**config.mk**
```make
export PLATFORM = sky130hd
export DESIGN_NAME = icache_data_array_flat
export DESIGN_NICKNAME = d
export VERILOG_FILES = /design/src/source/icache_fill_if.sv /design/src/source/icache_data_array.sv /design/src/flat_wrapper.sv
export VERILOG_INCLUDE_DIRS = /design/src /design/src/source
export SDC_FILE = /design/constraint.sdc
export NUM_CORES = 2
export LEC_CHECK = 0
export BUFFER_PORTS_ARGS = -buffer_cell sky130_fd_sc_hd__buf_2
export CAP_MARGIN = 20
export CORE_AREA = 4 4 358 360
export CTS_CLUSTER_DIAMETER = 30
export DETAILED_ROUTE_END_ITERATION = 16
export DIE_AREA = 0 0 362 364
export GPL_TIMING_DRIVEN = 1
export PLACE_DENSITY_LB_ADDON = 0.1
export SLEW_MARGIN = 40
export SYNTH_ARGS = -nofsm -noshare
export SYNTH_HDL_FRONTEND = slang
export SYNTH_SLANG_ARGS = --single-unit
```
**constraint.sdc**
```tcl
create_clock -name clk_i -period 4.5 [get_ports clk_i]
set_clock_uncertainty 0.05 [all_clocks]
set_input_delay 0.9 -clock clk_i [delete_from_list [all_inputs] [get_ports clk_i]]
set_output_delay 0.9 -clock clk_i [all_outputs]
set_load 0.05 [all_outputs]
```
**src/source/icache_params.svh**
```systemverilog
`ifndef ICACHE_PARAMS_SVH
`define ICACHE_PARAMS_SVH

// Fetch and address widths
`define ICACHE_VADDR_W    32
`define ICACHE_PADDR_W    32
`define ICACHE_PTAG_W     20
`define ICACHE_PAGE_OFS_W 12
`define ICACHE_INSTR_W    32

// Direct mapped, 16 sets of four instructions
`define ICACHE_SETS    16
`define ICACHE_INDEX_W 4
`define ICACHE_WORDS   4
`define ICACHE_WORD_W  2
`define ICACHE_BYTE_W  2
`define ICACHE_TAG_W   24

`endif

```
**src/source/icache_fill_if.sv**
```systemverilog
`timescale 1ns/100ps
`include "icache_params.svh"

interface icache_fill_if;

  logic                         fill_v;
  logic [`ICACHE_INDEX_W-1:0]   fill_index;
  logic [`ICACHE_WORD_W-1:0]    fill_word;
  logic [`ICACHE_INSTR_W-1:0]   fill_data;
  logic                         fill_tag_v;
  logic [`ICACHE_TAG_W-1:0]     fill_tag;

  modport ctrl (
    output fill_v, fill_index, fill_word, fill_data, fill_tag_v, fill_tag
  );

  // Arrays always accept, so no handshake back
  modport tag (input fill_tag_v, fill_tag, fill_index);

  modport data (input fill_v, fill_index, fill_word, fill_data);

endinterface

```
**src/source/icache_data_array.sv**
```systemverilog
`timescale 1ns/100ps
`include "icache_params.svh"

module icache_data_array
  (input                                 clk_i

   , icache_fill_if.data                 fill

   , input  logic [`ICACHE_INDEX_W-1:0]  rd_index_i
   , input  logic [`ICACHE_WORD_W-1:0]   rd_word_i
   , output logic [`ICACHE_INSTR_W-1:0]  rd_data_o
   );

  localparam int entries_lp = `ICACHE_SETS * `ICACHE_WORDS;

  logic [`ICACHE_INSTR_W-1:0] data_mem [entries_lp];

  logic [`ICACHE_INDEX_W+`ICACHE_WORD_W-1:0] wr_addr;
  logic [`ICACHE_INDEX_W+`ICACHE_WORD_W-1:0] rd_addr;

  // Word address is index then word within the block
  assign wr_addr = {fill.fill_index, fill.fill_word};
  assign rd_addr = {rd_index_i, rd_word_i};

  // One instruction per fill beat
  always_ff @(posedge clk_i) begin
    if (fill.fill_v) begin
      data_mem[wr_addr] <= fill.fill_data;
    end
  end

  assign rd_data_o = data_mem[rd_addr];

endmodule

```
**src/flat_wrapper.sv**
```systemverilog
// flat-port wrapper written by rule: the top's interface ports become plain ports
module icache_data_array_flat 
  (clk_i, rd_index_i, rd_word_i, rd_data_o, fill_fill_v, fill_fill_index, fill_fill_word, fill_fill_data);
  icache_fill_if fill_i ();
  input clk_i;
  input  logic [`ICACHE_INDEX_W-1:0] rd_index_i;
  input  logic [`ICACHE_WORD_W-1:0] rd_word_i;
  output logic [`ICACHE_INSTR_W-1:0] rd_data_o;
  input wire logic [$bits(fill_i.fill_v)-1:0] fill_fill_v;
  input wire logic [$bits(fill_i.fill_index)-1:0] fill_fill_index;
  input wire logic [$bits(fill_i.fill_word)-1:0] fill_fill_word;
  input wire logic [$bits(fill_i.fill_data)-1:0] fill_fill_data;
  assign fill_i.fill_v = fill_fill_v;
  assign fill_i.fill_index = fill_fill_index;
  assign fill_i.fill_word = fill_fill_word;
  assign fill_i.fill_data = fill_fill_data;
  icache_data_array u_core (.clk_i(clk_i), .fill(fill_i), .rd_index_i(rd_index_i), .rd_word_i(rd_word_i), .rd_data_o(rd_data_o));
endmodule
```
==> flow_metrics.env <==
export IMPL_outcome="finished, final reports clean"
export IMPL_setup_violations=0
export IMPL_die_x_um=362
export IMPL_worst_pin_slew_ns=0.862
export IMPL_seq_power_share_pct=42.1
export IMPL_numCtsBuffers=366
export IMPL_dr_wl_met3_um=21300
export IMPL_tritoncts="built"
export IMPL_crit_path_start_kind="input port"
export IMPL_reg_largest_list="u_core.data_mem (2048)"
export IMPL_tns_ns=0
export IMPL_fmax_mhz=225
export IMPL_worstHoldPathType="in -> reg"
export IMPL_ios=78
export IMPL_crit_type="in -> out"
export IMPL_grt_max_degree=65
export IMPL_clkTransAtPathRegs_ns=0.06
export IMPL_dieArea_um2=132000
export IMPL_rows=130
export IMPL_routedWlPerCell_um=34.9
export IMPL_slowest_stage="mux4_2"
export IMPL_cp_common_cell="buf_12"
export IMPL_synthCells=3371
export IMPL_synth_adder_area_share_pct=0
export IMPL_grt_pass1_wl_um=290000
export IMPL_end_kind="output port"
export IMPL_synth_edf_count=2048
export IMPL_cts_sinks=2048
export IMPL_htree_levels=5
export IMPL_syn_nets=3417
export IMPL_synth_cell_type_count=37
export IMPL_switching_share_pct=21.3
export IMPL_fin_total_pwr_w=0.0503
export IMPL_synthMuxAreaShare_pct=16.6
export IMPL_hold_violations=0
export IMPL_critPathMaxFanout=18
export IMPL_place_inst=5145
export IMPL_core_area_um2=125000
export IMPL_netlist_area_um2=78100
export IMPL_cts_hold_buf=0
export IMPL_synth_compound_area_share_pct=1.97
export IMPL_drt_pre_antenna_iters=6
export IMPL_fin_crit_sh_pct=98.9
export IMPL_vdd_drop_max_uv=450
export IMPL_regMostFlops="u_core.data_mem"
export IMPL_synth_seq_cells=2048
export IMPL_maxSlewHeadroom_pct=42.4
export IMPL_layout_min_cycle_time_ns=4.45
export IMPL_routabilityCongestion=0.825
export IMPL_track_usage_pct=31.3
export IMPL_avgSynthCellArea_um2=23.2
export IMPL_drc=0
export IMPL_synthSimpleGateAreaFrac_pct=1.41
export IMPL_via_count=39600
export IMPL_port_buffers=77
export IMPL_final_nets=3914
export IMPL_crit_start="rd_word_i[0]"
export IMPL_wl_met1_um=75000
export IMPL_place_area_um2=82700
export IMPL_rsz0062_at_grt="no"
export IMPL_synth_warnings=0
export IMPL_stdcell_area_um2=95000
export IMPL_min_path_cells=1
export IMPL_worstPathArrival_ns=3.50
export IMPL_p_int_w=0.0396
export IMPL_totalWireLength_um=203000
export IMPL_syn2layout_area_growth_pct=21.6
export IMPL_routed_wl_met2_um=99200
export IMPL_start_util_pct=62.5
export IMPL_pwr_share_comb_pct=4.5
export IMPL_synth_top_family_by_area="multiplexers"
export IMPL_routed_top_layer="met5"
export IMPL_final_max_slew_viol_count=0
export IMPL_p_per_area_nw_per_um2=530
export IMPL_largest_reg_flops=2048
export IMPL_synth_main_ff_cell="edfxtp_1"
export IMPL_leakage_nw=30.9
export IMPL_clockBufferDepth=4
export IMPL_grt_pass1_vias=40800
export IMPL_viasPerCell=6.83
export IMPL_drt_initial_drc_count=5373
export IMPL_cpPeakStageDelay_ns=0.52
export IMPL_switching_power_w=0.0107
export IMPL_layout_cells_most_common="edfxtp_1"
export IMPL_path_cells="buf_12 > buf_12 > buf_12 > mux4_2 > mux4_2 > o22ai_1 > a21oi_1 > buf_12"
export IMPL_critPathRequiredTime_ns=3.55
export IMPL_synth_xor_area_share_pct=0
export IMPL_grt_ovfl_total=0
export IMPL_cts_root_buffer_cell="clkbuf_16"
export IMPL_place_hpwl_um=106000
export IMPL_clkPwrFrac_pct=53.4
export IMPL_postRouteAntennaNets=0
export IMPL_ys_seq_area_share_pct=78.7
export IMPL_crit_end="rd_data_o[10]"
export IMPL_maxCapViolCount=0
export IMPL_final_cells=5802
export IMPL_final_cell_mix="edfxtp_1 (2,048), mux4_2 (511), clkbuf_16 (376)"
export IMPL_hold_ws_ns=0.435
export IMPL_die_h_um=364
export IMPL_antenna_found_initial=10
export IMPL_synthArstFlopShare_pct=0
export IMPL_drive_gt1_share_pct=36.6
## per-stage QoR
step | setup slack, ns | utilization (%)
final | 0.0514 | 75.9
after global routing | 0.0558 | 75.9
after CTS | 0.0109 | 75.8
after detailed placement | 0.0433 | 66.1
after global placement | 0.0534 | 66.0
after floorplan | 0.390 | -
## power by group through the flow
stage	Combinational (W)	Sequential (W)	Clock, W
finish	0.00228	0.0212	0.0269
global route	0.00238	0.0212	0.0282
CTS	0.00226	0.0212	0.0271
detailed placement	0.00223	0.0216	0
global placement	0.00217	0.0216	0
floorplan	0.00123	0.0215	0
## cells in the mapped netlist, drive strengths merged (2+ instances only)
library cell | instances | share of area (%)
edfxtp | 2048 | 79
mux4 | 511 | 15
nor2 | 127 | 0.61
mux2i | 118 | 1.5
o22ai | 110 | 0.88
buf | 103 | 0.90
clkbuf | 89 | 0.43
a21oi | 60 | 0.38
nand2 | 35 | 0.17
o221ai | 26 | 0.29
mux2 | 24 | 0.35
a311oi | 12 | 0.13
nand3 | 11 | 0.070
nor2b | 11 | 0.088
nand2b | 10 | 0.080
nor3 | 10 | 0.064
nor4 | 9 | 0.072
a211o | 8 | 0.090
a211oi | 8 | 0.077
a221oi | 8 | 0.090
or3 | 7 | 0.056
nor3b | 5 | 0.048
or2 | 4 | 0.032
and2 | 3 | 0.024
nand3b | 3 | 0.029
or3b | 3 | 0.034
inv | 2 | 0.0096
nand4 | 2 | 0.016
## worst min-delay path by stage
stage / startpoint / endpoint / slack, ns
finish: fill_fill_data[17] / u_core.data_mem[23][17] / 0.43
global route: fill_fill_data[17] / u_core.data_mem[23][17] / 0.41
CTS: fill_fill_data[17] / u_core.data_mem[23][17] / 0.37
detailed placement: fill_fill_data[17] / u_core.data_mem[23][17] / 1.36
global placement: fill_fill_data[17] / u_core.data_mem[18][17] / 1.33
floorplan: fill_fill_data[0] / u_core.data_mem[0][0] / 0.95
## worst max-delay path: cells and delay by family
| kind | cells | cell delay (ns) |
|---|---|---|
| multiplexers | 2 | 1.01 |
| buffers and inverters | 4 | 0.86 |
| AO/OA/AOI/OAI | 2 | 0.68 |
## cells by family (layout without fill, tap and decap cells)
kind of cell    Yosys count  count (layout)
flops                  2048            2048
compound gates          234             234
buf+inv                 194             971
mux                     653             653
simple gates            242             242
other cells               0               4
## repair_timing
action | 4_1_cts | 5_1_grt
resized for setup | 1 | 6
setup endpoints to repair | 1 | 6
cloned | 0 | 2
setup buffers | 0 | 0
## layout make-up
class                   instances  area [um2]
diodes                          4        10.0
clock buffers                 400        9460
clock inverters               248        2670
fillers                      6428       30100
inverters                       2        7.51
multi-input cells            1129       16100
flip-flops and latches       2048       61500
well taps                    1650        2060
repair buffers                321        3170
## per-layer routing
layer	GRT usage [%]	up-vias
met3	7.74	433
met4	11.5	8
li1	-	15600
met5	0	-
met2	49.6	2537
met1	43.4	21000
No activity file was read; power rests on OpenSTA's default activity.
