$ cat config.mk
export PLATFORM = sky130hd
export DESIGN_NAME = icache_tag_array_flat
export DESIGN_NICKNAME = d
export VERILOG_FILES = /design/src/source/icache_fill_if.sv /design/src/source/icache_tag_array.sv /design/src/flat_wrapper.sv
export VERILOG_INCLUDE_DIRS = /design/src /design/src/source
export SDC_FILE = /design/constraint.sdc
export NUM_CORES = 1
export LEC_CHECK = 0
export BUFFER_PORTS_ARGS = -buffer_cell sky130_fd_sc_hd__buf_2
export CAP_MARGIN = 20
export CORE_MARGIN = 2
export CORE_UTILIZATION = 45
export CTS_CLUSTER_DIAMETER = 100
export DETAILED_ROUTE_END_ITERATION = 10
export PLACE_DENSITY = 0.58
export SLEW_MARGIN = 20
export SYNTH_ARGS = -nofsm -noshare
export SYNTH_HDL_FRONTEND = slang
export SYNTH_SLANG_ARGS = --single-unit
export TNS_END_PERCENT = 5
$ cat constraint.sdc
create_clock -name clk_i -period 7.37 [get_ports clk_i]
set_clock_uncertainty 0.2 [all_clocks]
set_input_delay 0.737 -clock clk_i [delete_from_list [all_inputs] [get_ports clk_i]]
set_output_delay 0.737 -clock clk_i [all_outputs]
set_load 0.05 [all_outputs]
$ cat src/source/icache_params.svh
`ifndef ICACHE_PARAMS_SVH
`define ICACHE_PARAMS_SVH

// Fetch and address widths
`define ICACHE_VADDR_W    32
`define ICACHE_PADDR_W    32
`define ICACHE_PTAG_W     20
`define ICACHE_PAGE_OFS_W 12
`define ICACHE_INSTR_W    32

// Direct mapped, 16 sets of four instructions
`define ICACHE_SETS    16
`define ICACHE_INDEX_W 4
`define ICACHE_WORDS   4
`define ICACHE_WORD_W  2
`define ICACHE_BYTE_W  2
`define ICACHE_TAG_W   24

`endif

$ cat src/source/icache_fill_if.sv
`timescale 1ns/100ps
`include "icache_params.svh"

interface icache_fill_if;

  logic                         fill_v;
  logic [`ICACHE_INDEX_W-1:0]   fill_index;
  logic [`ICACHE_WORD_W-1:0]    fill_word;
  logic [`ICACHE_INSTR_W-1:0]   fill_data;
  logic                         fill_tag_v;
  logic [`ICACHE_TAG_W-1:0]     fill_tag;

  modport ctrl (
    output fill_v, fill_index, fill_word, fill_data, fill_tag_v, fill_tag
  );

  // Arrays always accept, so no handshake back
  modport tag (input fill_tag_v, fill_tag, fill_index);

  modport data (input fill_v, fill_index, fill_word, fill_data);

endinterface

$ cat src/source/icache_tag_array.sv
`timescale 1ns/100ps
`include "icache_params.svh"

module icache_tag_array
  (input                                clk_i
   , input                              rst_n_i

   , icache_fill_if.tag                 fill

   , input  logic [`ICACHE_INDEX_W-1:0] rd_index_i
   , output logic [`ICACHE_TAG_W-1:0]   rd_tag_o
   , output logic                       rd_valid_o
   );

  logic [`ICACHE_TAG_W-1:0] tag_mem [`ICACHE_SETS];
  logic [`ICACHE_SETS-1:0]  valid_r;

  // Valid bits come up clear so every set misses first
  always_ff @(posedge clk_i) begin
    if (!rst_n_i) begin
      valid_r <= '0;
    end
    else if (fill.fill_tag_v) begin
      valid_r[fill.fill_index] <= 1'b1;
    end
  end

  always_ff @(posedge clk_i) begin
    if (fill.fill_tag_v) begin
      tag_mem[fill.fill_index] <= fill.fill_tag;
    end
  end

  // Combinational read for the compare stage
  assign rd_tag_o   = tag_mem[rd_index_i];
  assign rd_valid_o = valid_r[rd_index_i];

endmodule

$ cat src/flat_wrapper.sv
// flat-port wrapper written by rule: the top's interface ports become plain ports
module icache_tag_array_flat 
  (clk_i, rst_n_i, rd_index_i, rd_tag_o, rd_valid_o, fill_fill_tag_v, fill_fill_tag, fill_fill_index);
  icache_fill_if fill_i ();
  input clk_i;
  input rst_n_i;
  input  logic [`ICACHE_INDEX_W-1:0] rd_index_i;
  output logic [`ICACHE_TAG_W-1:0] rd_tag_o;
  output logic rd_valid_o;
  input wire logic [$bits(fill_i.fill_tag_v)-1:0] fill_fill_tag_v;
  input wire logic [$bits(fill_i.fill_tag)-1:0] fill_fill_tag;
  input wire logic [$bits(fill_i.fill_index)-1:0] fill_fill_index;
  assign fill_i.fill_tag_v = fill_fill_tag_v;
  assign fill_i.fill_tag = fill_fill_tag;
  assign fill_i.fill_index = fill_fill_index;
  icache_tag_array u_core (.clk_i(clk_i), .rst_n_i(rst_n_i), .fill(fill_i), .rd_index_i(rd_index_i), .rd_tag_o(rd_tag_o), .rd_valid_o(rd_valid_o));
endmodule
==> results of run 1 <==
## worst paths after layout
kind	endpoint	cells after the start
max reg2reg	u_core.valid_r[1]$_SDFFE_PN0P_	1
max	rd_tag_o[0]	6
min reg2reg	u_core.valid_r[7]$_SDFFE_PN0P_	1
min	u_core.valid_r[7]$_SDFFE_PN0P_	1
## power by group
group | internal (uW) | switching (uW) | leakage [uW] | total (uW)
logic | 98.5 | 190 | 0.00133 | 288
clock network | 1380 | 837 | 0.000714 | 2210
registers | 2540 | 10.5 | 0.00360 | 2550
total | 4010 | 1040 | 0.00564 | 5050
## cell usage in the layout (no fill, tap or decap), drive strengths merged, types with 4 or more instances in the layout
master,instances
edfxtp,384
mux4,100
buf,82
a22oi,50
clkbuf,44
nand2,26
clkinv,17
o21a,16
dfxtp,16
nor2,13
bufinv,9
nor3,4
clkinvlp,4
## state kept, by name (all words and copies together) (netlist names)
| signal | flops |
|---|---|
| u_core.tag_mem | 384 |
| u_core.valid_r | 16 |
## routing by layer
metal	up-vias	share of wire	track usage
met2	185	0.53	0.330
li1	2971	-	-
met5	-	0.00034	0
met4	2	0.016	0.0467
met3	45	0.048	0.0325
met1	3755	0.41	0.247
## cells in the mapped netlist
cell type / number / area share
a22oi_1: 50 / 0.025
and2_1: 1 / 0.00042
buf_1: 4 / 0.0010
buf_2: 4 / 0.0013
buf_4: 6 / 0.0030
buf_6: 5 / 0.0037
clkbuf_1: 16 / 0.0040
dfxtp_1: 16 / 0.021
edfxtp_1: 384 / 0.77
mux4_2: 100 / 0.15
nand2_1: 26 / 0.0065
nand2b_1: 2 / 0.00083
nand3_1: 1 / 0.00033
nand3b_1: 2 / 0.0010
nor2_1: 13 / 0.0032
nor2b_1: 2 / 0.00083
nor3_1: 4 / 0.0013
o21a_1: 16 / 0.0080
or3b_2: 1 / 0.00058
## kinds of logic (layout without fill, tap and decap cells)
family / after synthesis / count (layout)
and+or+nand+nor: 52 / 52
buffers and inverters: 35 / 157
AOI/OAI and AO/OA: 66 / 66
DFF: 400 / 400
muxes: 100 / 100
## critical path: stages
cell and delay (ps):
buf_4 570, buf_4 740, mux4_2 410, a22oi_1 250, nand2_1 110, buf_2 230
## metrics by stage
step / instance area [um2] / total power, uW
floorplan: 15000 / 2780
global placement: 15900 / 2870
detailed placement: 16100 / 2890
CTS: 17600 / 5100
global route: 17600 / 5200
finish: 17600 / 5050
## layout make-up
class | count | area, um2
fillers | 2520 | 15100
flip-flops and latches | 400 | 11900
multi-input cells | 218 | 3090
clock buffers | 44 | 1080
repair buffers | 82 | 614
well taps | 442 | 553
clock inverters | 31 | 389
==> summary.txt, run 1 <==
Run status
  – Status: complete, no violations

Global route
  – Initial antenna violation count: 1
  – First-pass GRT wire length: approximately 48000 um
  – Total grt overflow: 0
  – Pin count of the biggest net entering global routing: 52
  – GRT Total Usage: 0.188
  – Vias in the first global route: between 7000 and 8000

Layout
  – # diodes: 0
  – Final #Nets: between 700 and 800
  – Area Growth Syn to Fin: 17.0%
  – Finished Core Util: 0.538
  – Non-Filler Instances: 1217
  – Share of layout cells above drive strength 1: 0.347

Synthesis
  – Synth Net Count: about 690
  – Mux contribution to synthesized area: 0.150
  – Compound-Gate Fraction of Synth Area: 0.0330
  – Post-Synth Simple-Gate Area: 0.0151
  – Yosys synthesis warning count: 0
  – Sequential fraction of the synthesis area: 0.789
  – Cell count after synthesis: between 600 and 700
  – Main combinational cell family by area after synthesis: multiplexers
  – Distinct cells, synth: 19
  – Avg Cell Area, Syn: between 20 and 25 um2
  – XOR/XNOR share of the synthesized area: 0
  – Synthesized area: 15000 um2
  – Post-synthesis adder-cell area fraction: 0
  – Seq cells post-synth: 400

STA
  – Tmin final: 4050 ps
  – Fmax: roughly 250 MHz
  – RSZ-0062 raised after global routing: no
  – Period Utilization, post-route: 0.550
  – Fin. Hold Viols: 0
  – Slew margin rel.: 0.268
  – Setup tns final: 0 ps
  – Least-Margin Pin Slew: 1100 ps
  – Pins over their slew limit: 0
  – Setup violations, final: 0
  – Worst hold slack: between 200 and 300 ps
  – Worst setup margin: around 3300 ps

Place
  – Hpwl dp: between 15000 and 20000 um
  – Placed insts: 1141
  – Pre-CTS WS: about 3300 ps
  – Gpl congestion: around 0.71
  – I/O Buffers: 59

Power
  – Largest vdd supply drop: 182 uV
  – Pwr dens: between 200 and 300 nW/um2
  – P_leak: around 0.0056 uW

Die
  – Die Y: approximately 190 um
  – Initial Util: 0.459
  – Die area: around 35000 um2
  – Site Rows: 66
  – Die Width: about 190 um
  – I/O pin count: 60
  – Core area: approximately 33000 um2

Critical path
  – CP Data Required Time: 6430 ps
  – Critical path startpoint category: primary input
  – WP data arrival: between 3000 and 4000 ps
  – Kind of critical path: primary input to primary output
  – Critical Path Sink Type: primary output
  – Critical path fanouts, max: 51
  – Critical path origin: rd_index_i[1]
  – Critical R2R Launch: u_core.valid_r[1]$_SDFFE_PN0P_
  – R2R Setup Slk: roughly 6600 ps

Route
  – Vias: between 6000 and 7000
  – Via/cell ratio: 5.72
  – Drt first pass iters: 7
  – Initial drt markers: about 660
  – WL final: ~32000 um
  – Post-route ant nets: 0
  – Drt drc: 0
  – Routed len/inst: roughly 27 um

Clock network
  – Clk_lat worst skew: roughly 530 ps
  – CTS Hold Buffers Added: 0
  – Post-CTS setup buffer count: 0
  – H-tree Lvls: 2
  – Worst-path clk slew: 60 ps
  – Root buf cell: clkbuf_16
  – Clock sink total: 400
  – CTS tree: done
  – Clock buffer depth: 3
  – CTS Buf Count: 41
  – Post_cts resized: 0

Worst hold path
  – HP Class: flop to flop
  – Min-delay src: u_core.valid_r[7]$_SDFFE_PN0P_

Job
  – MaxCap Viol Count: 0
(Power assumes the default switching activity.)
==> run 2: changes to the inputs <==
==> constraint.sdc (replaced) <==
create_clock -name clk_i -period 4.1 [get_ports clk_i]
set_clock_uncertainty 0.2 [all_clocks]
set_input_delay 0.41 -clock clk_i [delete_from_list [all_inputs] [get_ports clk_i]]
set_output_delay 0.41 -clock clk_i [all_outputs]
set_load 0.05 [all_outputs]
==> summary.txt, run 2 (synthesized netlist as in run 1, its figures left out) <==
Run status
  – Status: complete, no violations

Clock network
  – Post-CTS setup buffer count: 0 (unchanged)
  – Clock buffer depth: 3 (unchanged)
  – CTS Buf Count: 41 (unchanged)
  – CTS Hold Buffers Added: 0 (unchanged)
  – Post_cts resized: 0 (unchanged)
  – H-tree Lvls: 2 (unchanged)
  – CTS tree: done
  – Worst-path clk slew: 60 ps (about the same)
  – Clock sink total: 400 (unchanged)
  – Clk_lat worst skew: 520 ps (about the same)
  – Root buf cell: clkbuf_16

Place
  – DP Area: 16100 um2 (-0.11%)
  – Gpl congestion: 0.701 (-1.7%)
  – I/O Buffers: 59 (unchanged)
  – Hpwl dp: 17700 um (-0.75%)

Critical path
  – Critical path startpoint category: primary input
  – Critical Path Sink Type: primary output
  – Critical-path top delay cell: mux4_2
  – Crit path buffers/inverters: 3 (unchanged)
  – CP Data Required Time: 3490 ps (-2940 ps)
  – WP data arrival: 2300 ps (-820 ps)
  – Critical path fanouts, max: 29 (-43%)
  – Kind of critical path: primary input to primary output
  – Crit-path cells: buf_6, buf_4, mux4_2, a22oi_1, nand2_1, buf_2
  – Delay-heaviest family, CP: buffers and inverters
  – CP peak stage delay: 550 ps (-190 ps)

STA
  – Tmin final: between 2000 and 3000 ps
  – Fin. Hold Viols: 0 (unchanged)
  – Pins over their slew limit: 0 (unchanged)
  – Setup tns final: 0 ps (unchanged)
  – Fmax: around 340 MHz
  – RSZ-0062 raised after global routing: no
  – Slew margin rel.: 0.360 (+0.0925)
  – Setup violations, final: 0 (unchanged)
  – Period Utilization, post-route: 0.709
  – Least-Margin Pin Slew: 958 ps (-138 ps)

Global route
  – Total grt overflow: 0 (unchanged)
  – First-pass GRT wire length: 48700 um (+1.7%)
  – Vias in the first global route: 7321 (-1.6%)
  – Initial antenna violation count: 1 (unchanged)
  – Pin count of the biggest net entering global routing: 41 (-21%)
  – GRT Total Usage: 0.192 (+0.00336)

Route
  – Post-route ant nets: 0 (unchanged)
  – Drt first pass iters: 5 (-2)
  – Drt drc: 0 (unchanged)
  – Routed len/inst: 26.7 um (about the same)
  – WL final: 32800 um (+0.89%)
  – Vias: 7034 (+1.1%)
  – Via/cell ratio: 5.73 (+0.19%)
  – Initial drt markers: 703 (+6.7%)

Die
  – Initial Util: 0.459 (unchanged)
  – I/O pin count: 60 (unchanged)
  – Die Y: 187 um (unchanged)
  – Die area: 34900 um2 (unchanged)
  – Core area: 32700 um2 (unchanged)
  – Site Rows: 66 (unchanged)
  – Die Width: 187 um (unchanged)

Layout
  – Most frequent cells in the layout: edfxtp_1, mux4_2, buf_2
  – Final #Nets: 788 (+1.3%)
  – Area Growth Syn to Fin: 16.2%
  – Most common library cell in the layout ignoring fill and taps: edfxtp_1
  – Share of layout cells above drive strength 1: 0.344 (-0.00315)
  – Finished Cell Area: 17500 um2 (-0.67%)
  – Top Registers: u_core.tag_mem: 384 flops, u_core.valid_r: 16 flops
  – Largest Register: u_core.tag_mem
  – Max reg flops: 384 (unchanged)

Power
  – P_leak: 0.00561 uW (-0.48%)
  – Pwr dens: 501 nW/um2 (+75%)
  – Largest vdd supply drop: 364 uV (+100%)

Job
  – MaxCap Viol Count: 0 (unchanged)

Worst hold path
  – HP Class: primary input to flop
## run 2: changes by cell type in the layout (fill, tap and decap cells not counted), moves of 3 or more
cell        before  now
buf_4           16   30
bufinv_16        9    3
clkbuf_1         1   13
clkbuf_8         0    4
clkinv_1         7    4
clkinv_2         9    4
clkinvlp_4       4    1
## run 2: per-layer routing
| metal | share of wire | up-vias | global-route usage |
|---|---|---|---|
| li1 | - | 2995 | - |
| met1 | 0.43 | 3793 | 0.263 |
| met4 | 0.021 | 0 | 0.0537 |
| met5 | 0 | - | 0 |
| met2 | 0.50 | 199 | 0.324 |
| met3 | 0.048 | 47 | 0.0282 |
## run 2: metrics by stage
step	instances	setup slack (ps)	total power (uW)	hold slack, ps	utilization
final	1228	1190	8760	53.0	0.534
after global routing	1228	1020	9040	54.6	0.534
after CTS	1225	1130	8830	41.1	0.532
after detailed placement	1150	1140	5200	248	0.491
after global placement	1149	1120	5180	242	0.490
after floorplan	653	820	5000	235	-
## run 2: worst paths after layout
path,startpoint,endpoint,slack [ps],depth (start not counted)
worst max register to register,u_core.valid_r[1]$_SDFFE_PN0P_,u_core.valid_r[1]$_SDFFE_PN0P_,3280,1
worst min register to register,u_core.valid_r[15]$_SDFFE_PN0P_,u_core.valid_r[15]$_SDFFE_PN0P_,260,1
worst min-delay path,fill_fill_tag[18],u_core.tag_mem[1][18]$_DFFE_PP_,50,1
worst max-delay path,rd_index_i[0],rd_tag_o[1],1190,6
## run 2: where the power goes
group          total [uW]  internal (uW)  switching [uW]
Combinational         525            180             346
Clock                3650           2190            1460
Sequential           4580           4560            18.7
## run 2: final cells by class
cell class                 count  area, um2
sequential                   400      11900
timing repair buffer          92        624
tap                          442        553
fill                        2587      15200
clock inverter                15        159
multi-input combinational    218       3090
antenna                        1       2.50
clock buffer                  60       1180
==> run 3: changes to the inputs <==
--- a/config.mk
+++ b/config.mk
@@ -6,6 +6,7 @@
 export SDC_FILE = /design/constraint.sdc
 export NUM_CORES = 1
 export LEC_CHECK = 0
+export ABC_AREA = 1
 export BUFFER_PORTS_ARGS = -buffer_cell sky130_fd_sc_hd__buf_2
 export CAP_MARGIN = 20
 export CORE_MARGIN = 2
==> constraint.sdc (replaced) <==
create_clock -name clk_i -period 3 [get_ports clk_i]
set_clock_uncertainty 0.2 [all_clocks]
set_input_delay 0.3 -clock clk_i [delete_from_list [all_inputs] [get_ports clk_i]]
set_output_delay 0.3 -clock clk_i [all_outputs]
set_load 0.05 [all_outputs]
==> summary.txt, run 3 <==
Run status
  – Status: complete, no violations

Critical path
  – Critical path startpoint category: primary input
  – Critical Path Sink Type: flop
  – Kind of critical path: primary input to flop
  – Critical path fanouts, max: 24 (-17%)
  – CP Data Required Time: 2960 ps (-530 ps)
  – WP data arrival: 2540 ps (+240 ps)

Route
  – Post-route ant nets: 0 (unchanged)
  – Vias: 11600 (+65%)
  – Drt drc: 0 (unchanged)
  – WL final: 43500 um (+33%)
  – Routed len/inst: 18.9 um (-29%)
  – Drt first pass iters: 5 (unchanged)
  – Initial drt markers: 873 (+24%)
  – Via/cell ratio: 5.02 (-12%)

Global route
  – Total grt overflow: 0 (unchanged)
  – First-pass GRT wire length: 65900 um (+35%)
  – Pin count of the biggest net entering global routing: 109 (+170%)
  – GRT Total Usage: 0.224 (+0.0321)
  – Vias in the first global route: 11000 (+50%)
  – Initial antenna violation count: 2 (+1)

Die
  – Initial Util: 0.458 (-0.00174)
  – Die Y: 200 um (+7.1%)
  – Die Width: 200 um (+7.1%)
  – Site Rows: 71 (+7.6%)
  – Die area: 40000 um2 (+15%)
  – I/O pin count: 60 (unchanged)
  – Core area: 37800 um2 (+15%)

Synthesis
  – Distinct cells, synth: 17 (-2)
  – Synthesized area: 17300 um2 (+15%)
  – Main synth FF type: edfxtp_1
  – Largest cells by area after synthesis: edfxtp_1, nand2_1, nand3_1
  – Area share of the largest cell type after synthesis: 0.667 (-0.100)
  – Sequential fraction of the synthesis area: 0.686 (-0.103)
  – Mux contribution to synthesized area: 0 (-0.150)
  – Yosys synthesis warning count: 0 (unchanged)
  – Seq cells post-synth: 400 (unchanged)
  – Post-Synth Simple-Gate Area: 0.209 (+0.194)
  – XOR/XNOR share of the synthesized area: 0 (unchanged)
  – Post-synth EDFFs: 384 (unchanged)
  – Avg Cell Area, Syn: 10.3 um2 (-55%)
  – Main combinational cell family by area after synthesis: simple AND/OR/NAND/NOR gates
  – Synth Net Count: 1716 (+150%)
  – Cell count after synthesis: 1681 (+160%)
  – Asr flop ratio synth: 0 (unchanged)
  – Largest area contributor in the netlist: edfxtp_1
  – Most numerous cell in the Yosys netlist: nand2_1
  – Compound-Gate Fraction of Synth Area: 0.00290 (-0.0301)
  – Most common library cells after synthesis: nand2_1, edfxtp_1, inv_1
  – Post-synthesis adder-cell area fraction: 0 (unchanged)

Clock network
  – CTS tree: done
  – Worst-path clk slew: 60 ps (about the same)
  – Post_cts resized: 0 (unchanged)
  – Clock buffer depth: 3 (unchanged)
  – Clk_lat worst skew: 540 ps (+20 ps)
  – H-tree Lvls: 2 (unchanged)
  – Post-CTS setup buffer count: 0 (unchanged)
  – Clock sink total: 400 (unchanged)
  – CTS Buf Count: 42 (+2.4%)
  – Root buf cell: clkbuf_16

Place
  – Hpwl dp: 22000 um (+24%)
  – Pre-CTS WS: 606 ps (-534 ps)
  – Gpl congestion: 0.779 (+11%)
  – I/O Buffers: 59 (unchanged)

Power
  – P_leak: 0.00850 uW (+51%)
  – Pwr dens: 606 nW/um2 (+21%)
  – Largest vdd supply drop: 372 uV (+2.3%)

STA
  – Tmin final: 2580 ps
  – Worst setup margin: 418 ps (-777 ps)
  – RSZ-0062 raised after global routing: no
  – Fmax: around 390 MHz
  – Period Utilization, post-route: 0.861
  – Fin. Hold Viols: 0 (unchanged)
  – Least-Margin Pin Slew: 863 ps (-95.0 ps)
  – Setup violations, final: 0 (unchanged)
  – Slew margin rel.: 0.425 (+0.0648)
  – Pins over their slew limit: 0 (unchanged)
  – Setup tns final: 0 ps (unchanged)

Layout
  – Most frequent cells in the layout: nand2_1, edfxtp_1, inv_1
  – Max reg flops: 384 (unchanged)
  – Area Growth Syn to Fin: 14.0%
  – Final #Nets: 1803 (+130%)
  – Most common library cell in the layout ignoring fill and taps: nand2_1
  – Share of layout cells above drive strength 1: 0.0864 (-0.258)
  – Largest Register: u_core.tag_mem
  – Top Registers: u_core.tag_mem: 384 flops, u_core.valid_r: 16 flops

Worst hold path
  – HP Class: primary input to flop

Job
  – MaxCap Viol Count: 0 (unchanged)
==> run 3: cell count changes after synthesis, sizes merged, moves of 9 or more <==
cell / before / now
a21oi: 0 / 10
a22oi: 50 / 0
buf: 19 / 69
inv: 0 / 327
mux4: 100 / 0
nand2: 26 / 533
nand3: 1 / 301
nor2: 13 / 22
o21a: 16 / 0
==> run 3: final timing paths <==
| check | cells past startpoint | endpoint | slack [ps] | startpoint |
|---|---|---|---|---|
| setup / recovery | 7 | u_core.tag_mem[8][0]$_DFFE_PP_ | 420 | fill_fill_index[2] |
| hold / removal | 5 | u_core.valid_r[1]$_SDFFE_PN0P_ | 60 | fill_fill_tag_v |
| setup reg to reg | 2 | u_core.valid_r[14]$_SDFFE_PN0P_ | 2200 | u_core.valid_r[14]$_SDFFE_PN0P_ |
| hold reg to reg | 2 | u_core.valid_r[1]$_SDFFE_PN0P_ | 260 | u_core.valid_r[1]$_SDFFE_PN0P_ |
==> run 3: kinds of logic after synthesis <==
| group | count (synthesis) |
|---|---|
| buffers and inverters | 411 |
| AO/OA/AOI/OAI | 10 |
| flip-flops | 400 |
| AND/OR/NAND/NOR | 860 |
==> run 3: final cells by class <==
cell class	instances	area, um2
Tap cell	511	639
Sequential cell	400	11900
Inverter	328	1240
Fill cell	3328	18100
Clock inverter	12	52.6
Multi-Input combinational cell	870	3700
Timing Repair Buffer	126	1030
Antenna cell	1	2.50
Clock buffer	59	1180
==> run 3: what timing repair did <==
item,4_1_cts,5_1_grt
endpoints found under the hold margin,394,0
endpoints found under the setup margin,0,0
hold buffers,31,0
==> run 3: per-layer routing <==
metal  vias up  part of all wire  track usage
met5         -           0.00037            0
met4         2             0.023       0.0691
met3        71             0.049       0.0314
met2       308              0.48        0.368
met1      5644              0.45        0.311
li1       5558                 -            -
==> run 3: stage by stage <==
stage          hold WS [ps]  cells  total power (uW)  utilization  instance area [um2]
2_1_floorplan           199   1681              6980            -                17300
3_3_place_gp            242   2204              7280        0.481                18200
3_5_place_dp            252   2204              7290        0.481                18200
4_1_cts                40.0   2306             12000        0.522                19700
5_1_grt                73.1   2306             12300        0.522                19700
6_report               61.7   2307             11900        0.522                19700
==> run 3: report_power, final <==
part           internal, uW  total [uW]  switching, uW
combinational           256         943            687
sequential             6230        6260           24.8
clock                  2720        4740           2020
==> run 3: worst max-delay path, stage by stage <==
cell and delay, ps:
dlygate4sd3_1 540, buf_2 140, nor3_1 270, dlygate4sd3_1 640, nand2_1 80, inv_1 70
buf_4 490
